$ cat src/include/xadc_drp_defines.svh
`ifndef XADC_DRP_DEFINES_SVH
`define XADC_DRP_DEFINES_SVH

// --------------------------------------------------
// DRP bus geometry
// --------------------------------------------------

// Conversion word as read back over the DRP
`define XADC_DRP_DATA_WIDTH 16

// DRP register address
`define XADC_DRP_ADDR_WIDTH 7

// --------------------------------------------------
// Sample buffering
// --------------------------------------------------

`define XADC_DRP_FIFO_DEPTH 8  // Words per channel, power of two

`endif

$ cat src/source/xadc_drp_pkg.sv
`default_nettype none

`include "xadc_drp_defines.svh"

package xadc_drp_pkg;

    // --------------------------------------------------
    // DRP status register addresses
    // --------------------------------------------------

    // Only the two monitored channels are read
    typedef enum logic [`XADC_DRP_ADDR_WIDTH-1:0] {
        XADC_DRP_ADDR_VOLTAGE_CHANNEL = 7'h01,  // VCCINT
        XADC_DRP_ADDR_CURRENT_CHANNEL = 7'h10   // VAUX0
    } xadc_drp_addr_t;

    // --------------------------------------------------
    // Destination channel
    // --------------------------------------------------

    // Picks which sample FIFO gets the word
    typedef enum logic {
        CHAN_VOLTAGE = 1'b0,
        CHAN_CURRENT = 1'b1
    } xadc_channel_t;

endpackage

`default_nettype wire

$ cat src/source/xadc_req_io.sv
`default_nettype none

interface xadc_req_io;
    import xadc_drp_pkg::*;

    logic           req;   // Start one read, single cycle
    xadc_drp_addr_t addr;  // Valid with req
    xadc_channel_t  chan;  // Valid with req
    logic           done;  // Word has gone into its FIFO
    logic           busy;  // Read in flight

    // Sequencer side
    modport seq (
        output req,
        output addr,
        output chan,
        input  done,
        input  busy
    );

    // Reader side
    modport rdr (
        input  req,
        input  addr,
        input  chan,
        output done,
        output busy
    );

endinterface

`default_nettype wire

$ cat src/source/axis_sample_fifo.sv
`default_nettype none

`include "xadc_drp_defines.svh"

module axis_sample_fifo #(
    parameter int DEPTH = `XADC_DRP_FIFO_DEPTH
) (
    input  logic                            xadc_dclk,
    input  logic                            rst_n,

    // Write port from the reader
    input  logic                            push,
    input  logic [`XADC_DRP_DATA_WIDTH-1:0] push_data,
    output logic                            full,

    // Stream out
    output logic [`XADC_DRP_DATA_WIDTH-1:0] tdata,
    output logic                            tvalid,
    input  logic                            tready
);
    localparam int AW = $clog2(DEPTH);

    logic [`XADC_DRP_DATA_WIDTH-1:0] mem [DEPTH];
    logic [AW-1:0]                   wr_ptr;
    logic [AW-1:0]                   rd_ptr;
    logic [AW:0]                     count;
    logic                            wr_en;
    logic                            rd_en;

    assign full   = (count == (AW+1)'(DEPTH));
    assign tvalid = (count != '0);
    assign tdata  = mem[rd_ptr];  // Show-ahead head word

    assign wr_en = push;
    assign rd_en = tvalid && tready;

    // --------------------------------------------------
    // Pointers and fill level
    // --------------------------------------------------

    // Pointers wrap naturally for a power-of-two depth
    always_ff @(posedge xadc_dclk or negedge rst_n) begin
        if (!rst_n) begin
            wr_ptr <= '0;
            rd_ptr <= '0;
            count  <= '0;
        end else begin
            if (wr_en) begin
                wr_ptr <= wr_ptr + 1'b1;
            end
            if (rd_en) begin
                rd_ptr <= rd_ptr + 1'b1;
            end
            case ({wr_en, rd_en})
                2'b10:   count <= count + 1'b1;
                2'b01:   count <= count - 1'b1;
                default: count <= count;  // Idle or push with pop
            endcase
        end
    end

    // Storage
    always_ff @(posedge xadc_dclk) begin
        if (wr_en) begin
            mem[wr_ptr] <= push_data;
        end
    end

    // --------------------------------------------------
    // Checks
    // --------------------------------------------------

    a_count_bound : assert property (
        @(posedge xadc_dclk) disable iff (!rst_n)
        count <= (AW+1)'(DEPTH)
    );

endmodule

`default_nettype wire

$ cat src/source/xadc_channel_sequencer.sv
`default_nettype none

module xadc_channel_sequencer (
    input  logic xadc_dclk,
    input  logic rst_n,
    input  logic xadc_eos,
    xadc_req_io.seq req
);
    import xadc_drp_pkg::*;

    typedef enum logic [1:0] {
        seq_idle,
        seq_voltage,
        seq_current
    } seq_state_t;

    seq_state_t state;

    // --------------------------------------------------
    // Sweep control
    // --------------------------------------------------

    // One EOS gives a voltage read then a current read
    always_ff @(posedge xadc_dclk or negedge rst_n) begin
        if (!rst_n) begin
            state    <= seq_idle;
            req.req  <= 1'b0;
            req.addr <= XADC_DRP_ADDR_VOLTAGE_CHANNEL;
            req.chan <= CHAN_VOLTAGE;
        end else begin
            req.req <= 1'b0;  // Pulse only
            case (state)
                seq_idle: begin
                    if (xadc_eos) begin
                        req.req  <= 1'b1;
                        req.addr <= XADC_DRP_ADDR_VOLTAGE_CHANNEL;
                        req.chan <= CHAN_VOLTAGE;
                        state    <= seq_voltage;
                    end
                end
                seq_voltage: begin
                    if (req.done) begin
                        req.req  <= 1'b1;
                        req.addr <= XADC_DRP_ADDR_CURRENT_CHANNEL;
                        req.chan <= CHAN_CURRENT;
                        state    <= seq_current;
                    end
                end
                seq_current: begin
                    if (req.done) begin
                        state <= seq_idle;  // EOS seen mid-sweep is dropped
                    end
                end
                default: begin
                    state <= seq_idle;
                end
            endcase
        end
    end

    // --------------------------------------------------
    // Checks
    // --------------------------------------------------

    // Reader must have finished the previous read
    a_req_not_busy : assert property (
        @(posedge xadc_dclk) disable iff (!rst_n)
        req.req |-> !req.busy
    );

endmodule

`default_nettype wire

$ cat src/source/xadc_drp_axis_top.sv
`default_nettype none

`include "xadc_drp_defines.svh"

module xadc_drp_axis_top (
    input  logic                            xadc_dclk,
    input  logic                            rst_n,

    // XADC conversion and DRP
    input  logic                            xadc_eos,
    input  logic                            xadc_drdy,
    input  logic [`XADC_DRP_DATA_WIDTH-1:0] xadc_do,
    output logic [`XADC_DRP_ADDR_WIDTH-1:0] xadc_daddr,
    output logic                            xadc_den,

    // Voltage stream
    output logic [`XADC_DRP_DATA_WIDTH-1:0] voltage_tdata,
    output logic                            voltage_tvalid,
    input  logic                            voltage_tready,

    // Current stream
    output logic [`XADC_DRP_DATA_WIDTH-1:0] current_tdata,
    output logic                            current_tvalid,
    input  logic                            current_tready
);

    logic                            voltage_push;
    logic                            voltage_full;
    logic                            current_push;
    logic                            current_full;
    logic [`XADC_DRP_DATA_WIDTH-1:0] sample_data;  // Shared by both FIFOs

    xadc_req_io u_req_io ();

    // --------------------------------------------------
    // Decode and execute
    // --------------------------------------------------

    xadc_channel_sequencer u_channel_sequencer (
        .xadc_dclk (xadc_dclk),
        .rst_n     (rst_n),
        .xadc_eos  (xadc_eos),
        .req       (u_req_io.seq)
    );

    xadc_drp_reader u_drp_reader (
        .xadc_dclk    (xadc_dclk),
        .rst_n        (rst_n),
        .req          (u_req_io.rdr),
        .xadc_daddr   (xadc_daddr),
        .xadc_den     (xadc_den),
        .xadc_drdy    (xadc_drdy),
        .xadc_do      (xadc_do),
        .voltage_push (voltage_push),
        .voltage_full (voltage_full),
        .current_push (current_push),
        .current_full (current_full),
        .sample_data  (sample_data)
    );

    // --------------------------------------------------
    // Per-channel result FIFOs
    // --------------------------------------------------

    axis_sample_fifo #(
        .DEPTH (`XADC_DRP_FIFO_DEPTH)
    ) u_voltage_fifo (
        .xadc_dclk (xadc_dclk),
        .rst_n     (rst_n),
        .push      (voltage_push),
        .push_data (sample_data),
        .full      (voltage_full),
        .tdata     (voltage_tdata),
        .tvalid    (voltage_tvalid),
        .tready    (voltage_tready)
    );

    axis_sample_fifo #(
        .DEPTH (`XADC_DRP_FIFO_DEPTH)
    ) u_current_fifo (
        .xadc_dclk (xadc_dclk),
        .rst_n     (rst_n),
        .push      (current_push),
        .push_data (sample_data),
        .full      (current_full),
        .tdata     (current_tdata),
        .tvalid    (current_tvalid),
        .tready    (current_tready)
    );

endmodule

`default_nettype wire

$ cat src/source/xadc_drp_reader.sv
`default_nettype none

`include "xadc_drp_defines.svh"

module xadc_drp_reader (
    input  logic xadc_dclk,
    input  logic rst_n,
    xadc_req_io.rdr req,

    // DRP side
    output xadc_drp_pkg::xadc_drp_addr_t  xadc_daddr,
    output logic                          xadc_den,
    input  logic                          xadc_drdy,
    input  logic [`XADC_DRP_DATA_WIDTH-1:0] xadc_do,

    // FIFO side
    output logic                          voltage_push,
    input  logic                          voltage_full,
    output logic                          current_push,
    input  logic                          current_full,
    output logic [`XADC_DRP_DATA_WIDTH-1:0] sample_data
);
    import xadc_drp_pkg::*;

    typedef enum logic [1:0] {
        rd_idle,
        rd_wait,  // den sent and waiting on drdy
        rd_push   // Word held until FIFO has room
    } rd_state_t;

    rd_state_t                       state;
    xadc_channel_t                   chan_q;
    logic [`XADC_DRP_DATA_WIDTH-1:0] word_q;
    logic                            target_full;
    logic                            push_ok;

    // --------------------------------------------------
    // DRP transaction
    // --------------------------------------------------

    always_ff @(posedge xadc_dclk or negedge rst_n) begin
        if (!rst_n) begin
            state      <= rd_idle;
            xadc_den   <= 1'b0;
            xadc_daddr <= XADC_DRP_ADDR_VOLTAGE_CHANNEL;
            chan_q     <= CHAN_VOLTAGE;
        end else begin
            xadc_den <= 1'b0;
            case (state)
                rd_idle: begin
                    if (req.req) begin
                        xadc_den   <= 1'b1;
                        xadc_daddr <= req.addr;
                        chan_q     <= req.chan;
                        state      <= rd_wait;
                    end
                end
                rd_wait: begin
                    if (xadc_drdy) begin
                        state <= rd_push;
                    end
                end
                rd_push: begin
                    if (push_ok) begin
                        state <= rd_idle;
                    end
                end
                default: begin
                    state <= rd_idle;
                end
            endcase
        end
    end

    // Conversion word captured on drdy
    always_ff @(posedge xadc_dclk) begin
        if (state == rd_wait && xadc_drdy) begin
            word_q <= xadc_do;
        end
    end

    // --------------------------------------------------
    // Routing to the channel FIFOs
    // --------------------------------------------------

    assign target_full  = (chan_q == CHAN_VOLTAGE) ? voltage_full : current_full;
    assign push_ok      = (state == rd_push) && !target_full;  // Back-pressure stall

    assign voltage_push = push_ok && (chan_q == CHAN_VOLTAGE);
    assign current_push = push_ok && (chan_q == CHAN_CURRENT);
    assign sample_data  = word_q;

    assign req.done = push_ok;
    assign req.busy = (state != rd_idle);

    // --------------------------------------------------
    // Checks
    // --------------------------------------------------

    // XADC answers only an outstanding den
    a_drdy_outstanding : assert property (
        @(posedge xadc_dclk) disable iff (!rst_n)
        xadc_drdy |-> (state == rd_wait)
    );

endmodule

`default_nettype wire

$ cat config.mk
export PLATFORM = sky130hd
export DESIGN_NAME = xadc_drp_axis_top
export DESIGN_NICKNAME = d
export VERILOG_FILES = /design/src/source/xadc_drp_pkg.sv /design/src/source/xadc_req_io.sv /design/src/source/axis_sample_fifo.sv /design/src/source/xadc_channel_sequencer.sv /design/src/source/xadc_drp_axis_top.sv /design/src/source/xadc_drp_reader.sv
export VERILOG_INCLUDE_DIRS = /design/src /design/src/include
export SDC_FILE = /design/constraint.sdc
export NUM_CORES = 1
export LEC_CHECK = 0
export ABC_AREA = 1
export BUFFER_PORTS_ARGS = -buffer_cell sky130_fd_sc_hd__buf_2
export CAP_MARGIN = 15
export CORE_MARGIN = 1
export CORE_UTILIZATION = 50
export CTS_CLUSTER_SIZE = 28
export DETAILED_ROUTE_END_ITERATION = 6
export GPL_ROUTABILITY_DRIVEN = 0
export GPL_TIMING_DRIVEN = 0
export PLACE_DENSITY_LB_ADDON = 0.1
export SLEW_MARGIN = 10
export SYNTH_ARGS = -nofsm -noshare
export SYNTH_HDL_FRONTEND = slang
export SYNTH_SLANG_ARGS = --single-unit
$ cat constraint.sdc
create_clock -name xadc_dclk -period 4.1 [get_ports xadc_dclk]
set_input_delay 0.82 -clock xadc_dclk [delete_from_list [all_inputs] [get_ports xadc_dclk]]
set_output_delay 0.82 -clock xadc_dclk [all_outputs]
set_load 0.05 [all_outputs]
# [Word-level counts from Yosys, hierarchy flattened]
# Memory sizes are Yosys's and may differ from the RTL's.
# Index checks and enable logic that the tools add are counted.
[op_classes] n_reduce_logical=18 n_eq_ne=16 bitwise_logic=1 n_div=0 mul=0 n_shift=0 n_lt_le_gt_ge=0 mux=25 n_addsub=8
[ops] op="4-bit one-hot mux with 2 select lines" count=2
[ops] op="7-bit two-way mux" count=2
[ops] op="7-bit one-hot mux with 2 select lines" count=1
[ops] op="3-bit by 1-bit adder with 3-bit output, second input constant" count=4
[ops] op="2-bit one-hot mux with 3 select lines" count=2
[ops] op="1-bit two-way mux" count=11
[ops] op="2-bit two-way mux" count=5
[ops] op="3-bit AND reduction" count=3
[ops] op="4-bit by 1-bit adder with 4-bit output, second input constant" count=2
[ops] op="2-bit by 1-bit equality test with 1-bit output, second input constant" count=4
[ops] op="2-bit equality test, second input constant" count=4
[ops] op="4-bit equality test, second input constant" count=2
[ops] op="4-bit nonzero test" count=2
[ops] op="4-bit by 1-bit subtractor with 4-bit output, second input constant" count=2
[ops] op="1-bit logical AND" count=6
[ops] op="2-bit by 1-bit inequality test with 1-bit output, second input constant" count=3
[ops] op="2-bit inequality test, second input constant" count=3
[ops] op="2-bit nonzero test" count=3
[ops] op="2-bit zero test" count=2
[ops] op="1-bit one-hot mux with 2 select lines" count=2
[ops] op="2-bit AND reduction" count=1
[ops] op="1-bit zero test" count=1
[ops] op="1-bit inverter" count=1
[totals] ff_bits=58 output_inout_bits=42 latch_bits=0 mem_bits_ro=0 wordCells=85 ram_bits=256 in_bits=22 mem_count=2
[memory_table] memory="u_current_fifo.mem" depth=8 width=16 read_ports=1 rd_ports_with_merged_regs=0 write_ports=1 line="axis_sample_fifo.sv:23" source="logic [`XADC_DRP_DATA_WIDTH-1:0] mem [DEPTH];"
[memory_table] memory="u_voltage_fifo.mem" depth=8 width=16 read_ports=1 rd_ports_with_merged_regs=0 write_ports=1 line="axis_sample_fifo.sv:23"

# [Longest topological paths before layout]
# Gate-level depths: netlist of the first run.
[logic_depth] ltp_word=7 mapped_depth=13 ltp_nobuf=12

# [Modules after synthesis]
# A second synthesis of the first run with hierarchy kept.
[hier_totals] hier_cells=1048 hier_area_um2=12539.5
[modules_own_cells] module="axis_sample_fifo at u_current_fifo" area_each_um2=5671.7 cells_per_inst=474 n_inst=1 seq_area_each_um2=4093.9
[modules_own_cells] module="axis_sample_fifo at u_voltage_fifo" area_each_um2=5659.2 cells_per_inst=473 n_inst=1 seq_area_each_um2=4093.9
[modules_own_cells] module="xadc_drp_reader" area_each_um2=967.2 cells_per_inst=74 n_inst=1 seq_area_each_um2=757.0
[modules_own_cells] module="xadc_channel_sequencer" area_each_um2=241.5 cells_per_inst=27 n_inst=1 seq_area_each_um2=126.4

# [Worst setup path before layout of the first run]
# No wires, ideal clock.
[synth_timing] path_type="register -> register" startpoint="register u_drp_reader.xadc_daddr[4] (netlist name)" endpoint="memory u_current_fifo.mem[4][0] (netlist bit), enable pin" setup_slack_ps=1644 t_arrival_ps=2047 required_time_ps=3691 setup_ps=409 stages_incl_launch_ff=7 n_path_buf=1 period_less_slack_ps=2456 cell_sequence="dfrtp_1 > nand2_1 > inv_1 > nand3_2 > nand4_2 > buf_6 > nor3_1"
[synth_lines] item="end: declaration" line="axis_sample_fifo.sv:23"

# [Worst setup path after layout of the first run]
[layout_timing] startpoint="register u_voltage_fifo.rd_ptr[1]" endpoint="output port voltage_tdata[6]"
[layout_via] elab_chain_cells=1
[layout_lines] item="start: declaration" line="axis_sample_fifo.sv:25" source="logic [AW-1:0] rd_ptr;"
[layout_lines] item="start signal: assignment" line="axis_sample_fifo.sv:52" source="rd_ptr <= rd_ptr + 1'b1;"
[layout_lines] item="memory read 8 x 16 bit"
[layout_lines] item="end: declaration" line="xadc_drp_axis_top.sv:17" source="output logic [`XADC_DRP_DATA_WIDTH-1:0] voltage_tdata,"
# Every way passes these cells.

==> results.toml, run 1 <==
[placement]
place.detailed.hpwl_mm = 18.7
post-place-cells = 1353
io_buffers = 58

[clock_tree]
cts-root-buf = "clkbuf_16"
cts_resized = 0
cts_buffers = 30
cts_hold_buffers = 0
post_cts_buffers = 0
htree_levels = 1
clk_latency_ns = 0.55
clk_pin_slew_worst_paths_ns = 0.06
cts_tree = "done"
cts_sinks = 302
cts_buffer_depth = 3

[power]
power.total_uw = 9770
vdd_drop_max_mv = 0.479
power.density_mw_per_mm2 = 703
p_leak_uw = 0.00509

[global_routing]
grtUsageTotal_pct = 24.2
grt_pass1_vias = 7412
grt_overflow = 0
antenna_found_initial = 1
grt_max_degree = 31
grt_pass1_wl_mm = 43.7

[timing]
fin_crit_ns = 3.36
tightest_slew_ns = 0.857
fmaxAchievable_mhz = 297
setup_viol = 0
rsz0062_at_grt = "no"
slew_violations = 0
hold_viol = 0
fin_tns_setup_ns = 0
min_period_over_period_pct = 82.1
finClkSkew_ns = 0.0117
max_slew_margin_pct = 42.6

[outcome]
status = "finished, final reports clean"

[routing]
dr.first_iter.drc_count = 725
top_layer = "met4"
ant_nets = 0
dr.pass1.iters = 5
wirelength_mm = 29.1
met2_wirelength_mm = 12.9
vias = 7795
wl_per_cell_um = 20.7
drc = 0
met1Wirelength_mm = 13.4
vias_per_cell = 5.54
dr_wl_met3_mm = 2.16

[synth]
synth-edff-count = 272
ys_seq_area_share_pct = 74.2
synth.avg_cell_area_um2 = 12.7
synth-seq-cells = 302
ys_warn_count = 0
synthesis.area_mm2 = 0.0120
ys_types = 32
synthArstFlopShare_pct = 9.93
syn-instance-count = 948
yosys_most_used_dff = "edfxtp_1"

[setup_path]
critical_path_class = "register to output pin"
critPathRequiredTime_ns = 3.28
crit_fanout = 10
worstSetupStartpointType = "register"
arrival_ns = 2.54
endpoint_kind = "output pin"

[floorplan]
rows = 56
dieHeight_um = 157
io_pins = 64
die_w_um = 157
dieArea_mm2 = 0.0247
core_mm2 = 0.0235
start_util_pct = 51.1

[finish]
fin_nets = 1098
layoutNonFillerInstCount = 1407
multi_input_area_mm2 = 0.00281
final_cell_mix = "272 x edfxtp_1, 162 x nand2_1, 136 x nor2_1"
fillCellCount = 1933
ff_latch_area_mm2 = 0.00892
area_growth_pct = 15.6
drive_above_1_share_pct = 16.6
layout_commonest_cell = "edfxtp_1"

[worst_hold_path]
timing.hold.worst.class = "input pin to asynchronous set/reset pin"

[run]
max_cap_viol_count = 0
-- synth_stat cells, types with 3 or more instances --
| cell type | number | area (µm²) |
|---|---|---|
| xor2_1 | 8 | 70.1 |
| o22ai_1 | 64 | 400 |
| edfxtp_1 | 272 | 8170 |
| inv_1 | 21 | 78.8 |
| xnor2_1 | 4 | 35.0 |
| nor2_1 | 137 | 514 |
| ha_1 | 10 | 125 |
| nand3_1 | 14 | 70.1 |
| dfrtp_1 | 28 | 701 |
| o21ai_0 | 116 | 581 |
| clkbuf_1 | 18 | 67.6 |
| nor3_1 | 17 | 85.1 |
| buf_6 | 3 | 33.8 |
| buf_4 | 12 | 90.1 |
| buf_2 | 18 | 90.1 |
| nand2_1 | 162 | 608 |
| o21ai_1 | 21 | 105 |
-- metrics by stage --
stage,hold slack [ns],util (%),setup slack [ns],cell area (µm²)
2_1_floorplan,0.442,-,1.64,12000
3_3_place_gp,0.456,54.0,0.183,12700
3_5_place_dp,0.458,55.3,1.38,13000
4_1_cts,0.366,59.0,0.801,13900
5_1_grt,0.412,59.0,0.585,13900
6_report,0.358,59.0,0.735,13900
-- power breakdown --
group	switching (µW)	internal, µW
sequential	74.5	3380
clock	1100	1390
combinational	2860	966
-- cell type report --
cell class                 instances  share of cell area (%)
sequential                       302                    64.2
multi-input combinational        571                    20.2
clock buffer                      43                    5.98
timing repair buffer              82                    3.60
tap                              319                    2.87
buffer                            53                    2.08
inverter                          26                   0.739
clock inverter                    10                   0.297
antenna                            1                  0.0180
-- layer usage --
layer	GRT usage (%)	vias up
li1	-	3628
met1	37.0	3825
met2	36.4	309
met3	3.80	33
met4	6.15	0
met5	0	-
-- registers in the layout, summed over array words and instances, names as in the netlist, 3 cells and up --
register / count
u_current_fifo.mem: 128
u_voltage_fifo.mem: 128
u_current_fifo.count: 4
u_drp_reader.sample_data: 16
u_voltage_fifo.rd_ptr: 3
u_current_fifo.rd_ptr: 3
u_voltage_fifo.wr_ptr: 3
u_current_fifo.wr_ptr: 3
u_voltage_fifo.count: 4
-- cell families (layout without fill, tap and decap cells) --
logic type	Yosys count	count (layout)	synth area share, %
DFF	302	302	74.2
xor gates and xnor gates	12	12	0.874
AOI/OAI and AO/OA	205	205	9.27
other	1	6	0.0312
and+or+nand+nor	339	339	11.3
adders and majority gates	10	10	1.04
buffers and inverters	79	214	3.26
-- critical path, stage by stage, from the launching register on --
cell and delay (ns):
dfrtp_1 0.47, inv_2 0.13, clkbuf_1 0.39, o21ai_0 0.16, o22ai_1 0.34, nand2_1 0.14, nand2_1 0.11, buf_2 0.26
-- path summary, 6_finish.rpt --
| kind | from | end | slack, ns | cells past startpoint |
|---|---|---|---|---|
| worst max-delay path | u_voltage_fifo.rd_ptr[1] | voltage_tdata[6] | 0.74 | 7 |
| worst min-delay path | rst_n | u_voltage_fifo.rd_ptr[0] | 0.36 | 1 |
| worst max register to register | u_drp_reader.xadc_daddr[4] | u_voltage_fifo.mem[1][8] | 1.77 | 6 |
| worst min register to register | u_channel_sequencer.req.addr[0] | u_channel_sequencer.req.addr[0] | 0.46 | 2 |
| max in group asynchronous | rst_n | u_current_fifo.wr_ptr[1] | 3.24 | 1 |
| min in group xadc_dclk | xadc_do[10] | u_drp_reader.sample_data[10] | 0.45 | 1 |
No activity file was read; power rests on OpenSTA's default activity.
==> inputs of run 2 (changes only) <==
Clock period 4.1 ns to 2.7 ns, I/O delays scaled along.
==> run 2 against run 1 <==
Hold slack worse by 0.28 ns; critical path depth grew 1; non-clock buffer count rose by 2; clock-buffer cell count stayed put; final cell count up 0.14%; combinational power increased by 66%; clock power up 52%; die area is the same; sequential power up 52%; register-to-register slack got worse by 1.4 ns; sequential cell count stayed put; critical path type unchanged; largest power group unchanged.
==> results.toml, run 2 (synthesis results as in run 1) <==
[timing]
min_period_over_period_pct = 97.8
slew_violations = 0
tightest_slew_ns = 0.888
fmaxAchievable_mhz = 379
finClkSkew_ns = 0.0151
fin_tns_setup_ns = 0
hold_viol = 0
max_slew_margin_pct = 40.5
fin_crit_ns = 2.64
setup_viol = 0

[setup_path]
endpoint_kind = "output pin"
critPathTopFamily = "buffers and inverters"
path_depth = 8
cp.buffers_inverters = 4
max_stage_delay_ns = 0.41
crit_end = "voltage_tdata[11]"
arrival_ns = 2.10
reg2reg_slack_ns = 0.38
reg2reg_to = "u_voltage_fifo.mem[1][8]"
worstSetupStartpointType = "register"
critPathRequiredTime_ns = 2.16
r2r_start = "u_drp_reader.xadc_daddr[4]"
crit_fanout = 10
worstPathCellList = "buf_6, inv_6, buf_6, nor2_1, o22ai_1, nand2_1, nand2_1, buf_4"
critical_path.startpoint = "u_voltage_fifo.rd_ptr[0]"
reg2reg_depth = 6
critical_path_class = "register to output pin"
slowest_stage = "dfrtp_1"

[finish]
layout_commonest_cell = "edfxtp_1"
fin_util_pct = 60.2
drive_above_1_share_pct = 19.5
layoutNonFillerInstCount = 1409
area_growth_pct = 17.9
fillCellCount = 1903
fin_nets = 1100
ff_latch_area_mm2 = 0.00892
multi_input_area_mm2 = 0.00285
final_cell_mix = "272 x edfxtp_1, 161 x nand2_1, 136 x nor2_1"

[clock_tree]
cts_hold_buffers = 0
cts_buffers = 30
cts_buffer_depth = 3
cts_tree = "done"
htree_levels = 1
cts-root-buf = "clkbuf_16"
clk_latency_ns = 0.55
cts_sinks = 302
clk_pin_slew_worst_paths_ns = 0.06

[global_routing]
grt_pass1_vias = 7458
grt_overflow = 0
grt_max_degree = 31
antenna_found_initial = 1
grt_pass1_wl_mm = 43.8
grtUsageTotal_pct = 24.3

[routing]
vias = 7802
wirelength_mm = 29.1
drc = 0
dr.first_iter.drc_count = 638
ant_nets = 0
dr.pass1.iters = 5
wl_per_cell_um = 20.6
vias_per_cell = 5.54

[placement]
io_buffers = 58
place.detailed.hpwl_mm = 18.7
post-place-cells = 1353

[run]
max_cap_viol_count = 0

[worst_hold_path]
timing.hold.worst.class = "input pin to asynchronous set/reset pin"

[power]
power.density_mw_per_mm2 = 1090
p_leak_uw = 0.00523
power.total_uw = 15400
vdd_drop_max_mv = 0.547

[floorplan]
rows = 56
core_mm2 = 0.0235
dieArea_mm2 = 0.0247
dieHeight_um = 157
start_util_pct = 51.1
die_w_um = 157
io_pins = 64

[outcome]
status = "finished, final reports clean"
==> run 2: changes by cell type in the layout (fill, tap and decap cells not counted), moves of 7 or more <==
| cell | delta |
|---|---|
| buf_6 | +17 |
| clkbuf_4 | +15 |
| clkbuf_1 | -18 |
| o22ai_1 | -7 |
| buf_2 | -39 |
| o22ai_2 | +7 |
| clkbuf_2 | +10 |
| buf_4 | +17 |
==> run 2: timing repair <==
action / in CTS / in global routing
endpoints found under the setup margin: 32 / 32
gates resized for setup: 57 / 48
endpoints found under the hold margin: 0 / 0
pin swaps: 0 / 5
buffers inserted: 0 / 2
==> run 2: final cells by class <==
type / instances / area share (%)
clock buffer: 43 / 5.86
inverter: 26 / 0.777
multi-input combinational: 571 / 20.1
clock inverter: 10 / 0.291
buffer: 53 / 2.90
timing repair buffer: 84 / 4.22
tap: 319 / 2.82
antenna: 1 / 0.0177
sequential: 302 / 63.0
==> run 2: worst min-delay path by stage <==
stage / from / slack (ns) / endpoint
global placement: u_channel_sequencer.req.addr[0] / 0.46 / u_channel_sequencer.req.addr[0]
CTS: rst_n / 0.09 / u_voltage_fifo.count[1]
global route: rst_n / 0.13 / u_voltage_fifo.count[2]
detailed placement: u_channel_sequencer.req.addr[0] / 0.46 / u_channel_sequencer.req.addr[0]
floorplan: rst_n / 0.24 / u_channel_sequencer.req.chan
finish: rst_n / 0.08 / u_voltage_fifo.rd_ptr[0]
==> run 2: where the power goes <==
group          leakage (µW)  total, µW  switching (µW)  internal [µW]
Combinational       0.00199       6350            4420           1930
Sequential          0.00282       5250             115           5140
Clock              0.000425       3780            1670           2110
==> run 2: routing by layer <==
metal,global-route usage [%],share of wire (%),vias up
met2,36.7,45,335
met5,0,0,-
met4,6.24,1.8,0
met1,36.9,45,3800
li1,-,-,3631
met3,3.91,8.3,36
==> run 2: metrics by stage <==
step                setup slack (ns)  hold slack, ns  instance area (µm²)
finish                        0.0607          0.0765                14200
global route               -0.000256           0.131                14200
CTS                         -0.00353          0.0858                14000
detailed placement             0.260           0.458                13000
global placement               -1.22           0.456                12700
floorplan                      0.244           0.244                12000
==> run 2: worst register-to-register path, stage by stage (launching register included) <==
cell and delay (ns):
dfrtp_1 0.52, nor2_1 0.11, nand3_2 0.14, nand4_2 0.13
buf_6 0.18, nor3_2 0.61, buf_4 0.34
==> inputs of run 3 (changes only) <==
Settings changed: CORE_UTILIZATION 50 to 55.
==> run 3 against run 2 <==
Maximum frequency decreased by 0.81%; first-iteration DRC count increased by 24%; sequential cell count unchanged; clock power decreased by 1%; largest cell class unchanged; critical endpoint is now current_tdata[15]; sequential share of layout area decreased by 0.16 points; total power increased by 1.2%; critical path depth unchanged; setup slack got worse by 0.022 ns; clock-buffer cell count decreased by 4; die area decreased by 9.0%; combinational power increased by 3.6%.
==> results.toml, run 3 (synthesis results as in run 1) <==
[timing]
max_slew_margin_pct = 40.7
min_period_over_period_pct = 98.6
fin_crit_ns = 2.66
finClkSkew_ns = 0.00479
hold_viol = 0
slew_violations = 0
rsz0062_at_grt = "yes"
fmaxAchievable_mhz = 376
fin_tns_setup_ns = 0
setup_viol = 0
tightest_slew_ns = 0.884

[finish]
n_antenna_cell = 0
fin_nets = 1098
final_area_mm2 = 0.0142
area_growth_pct = 18.2
layout_commonest_cell = "edfxtp_1"
drive_above_1_share_pct = 20.1
final_cell_mix = "272 x edfxtp_1, 162 x nand2_1, 136 x nor2_1"

[setup_path]
crit_fanout = 10
arrival_ns = 2.12
critPathRequiredTime_ns = 2.16
reg2reg_to = "u_current_fifo.mem[0][7]"
critical_path.startpoint = "u_current_fifo.rd_ptr[0]"
critical_path_class = "register to output pin"
path_depth = 8
cp_common_cell = "buf_6"
max_stage_delay_ns = 0.42
crit_end = "current_tdata[15]"
worstSetupStartpointType = "register"
reg2reg_depth = 7
cp.buffers_inverters = 4
worstPathCellList = "buf_6, inv_6, buf_6, nor2_1, o22ai_1, nand2_1, nand2_1, buf_6"
r2r_start = "u_drp_reader.xadc_daddr[4]"
endpoint_kind = "output pin"
slowest_stage = "dfrtp_1"
reg2reg_slack_ns = 0.34
critPathTopFamily = "buffers and inverters"

[outcome]
status = "finished, final reports clean"

[power]
power.density_mw_per_mm2 = 1100
p_leak_uw = 0.00527
vdd_drop_max_mv = 0.643

[placement]
placed_area_mm2 = 0.0130
io_buffers = 58
place.detailed.hpwl_mm = 18.3

[floorplan]
rows = 53
start_util_pct = 56.6
dieHeight_um = 150
dieArea_mm2 = 0.0225
io_pins = 64
core_mm2 = 0.0212
die_w_um = 150

[clock_tree]
clk_latency_ns = 0.55
clk_pin_slew_worst_paths_ns = 0.06
cts_tree = "done"
cts_sinks = 302
cts_buffer_depth = 3
cts-root-buf = "clkbuf_16"
cts_buffers = 30
htree_levels = 1

[run]
max_cap_viol_count = 0

[routing]
wirelength_mm = 28.9
drc = 0
vias = 7907
wl_per_cell_um = 21.2
ant_nets = 0
dr.pass1.iters = 5
vias_per_cell = 5.80
dr.first_iter.drc_count = 789

[worst_hold_path]
timing.hold.worst.class = "input pin to asynchronous set/reset pin"

[global_routing]
grt_pass1_vias = 7413
grtUsageTotal_pct = 26.3
top_usage_layer = "met1"
antenna_found_initial = 0
use_met3_pct = 4.36
grt_max_degree = 31
use_met2_pct = 37.8
grt_overflow = 0
grt_pass1_wl_mm = 43.0
use_met1_pct = 41.2
-- run 3: worst min-delay path by stage --
stage,to,slack [ns],cells past startpoint
final,u_voltage_fifo.count[0],0.08,1
after global routing,u_voltage_fifo.count[1],0.13,1
after CTS,u_voltage_fifo.count[0],0.1,1
after detailed placement,u_channel_sequencer.req.addr[0],0.46,2
after global placement,u_channel_sequencer.req.addr[0],0.45,2
after floorplan,u_channel_sequencer.req.chan,0.24,0
-- run 3: power by group --
| part | leakage, µW | switching, µW | internal [µW] | total (µW) |
|---|---|---|---|---|
| combinational | 0.00201 | 4520 | 2060 | 6580 |
| sequential | 0.00282 | 121 | 5140 | 5260 |
| clock | 0.000438 | 1650 | 2080 | 3730 |
-- run 3: routing by layer --
| layer | vias up | part of all wire (%) |
|---|---|---|
| met3 | 43 | 8.9 |
| li1 | 3636 | - |
| met4 | 0 | 2.4 |
| met1 | 3857 | 45 |
| met5 | - | 0 |
| met2 | 371 | 44 |
-- run 3: metrics by stage --
stage               setup WS (ns)  std cells  hold WS (ns)  util (%)  total power (µW)
floorplan                   0.244        952         0.244         -              9510
global placement            -1.08       1285         0.454      59.7             11000
detailed placement          0.240       1308         0.458      61.1             11100
CTS                       -0.0176       1363        0.0997      66.3             15300
global route              -0.0354       1364         0.132      66.9             16200
finish                     0.0391       1364        0.0807      66.9             15600
-- run 3: final cells by class --
cell class	instances	area (µm²)
Buffer	53	418
Clock buffer	39	806
Clock inverter	16	71.3
Fill cell	1521	7020
Inverter	26	108
Multi-Input combinational cell	571	2890
Sequential cell	302	8920
Tap cell	275	344
Timing Repair Buffer	82	642
-- run 3: worst register-to-register path: stages (launching register included) --
cell and delay [ns]:
dfrtp_1 0.50, nand2_1 0.11, inv_1 0.05, nand3_2 0.11, nand4_2 0.16, buf_6 0.20
nor3_2 0.67, buf_6 0.26
-- run 3: repair_timing --
action,in CTS,in global routing
setup buffers,0,1
hold buffers,0,0
endpoints found under the setup margin,32,32
gates cloned,0,0
gates resized for setup,77,48
pin swaps,2,4
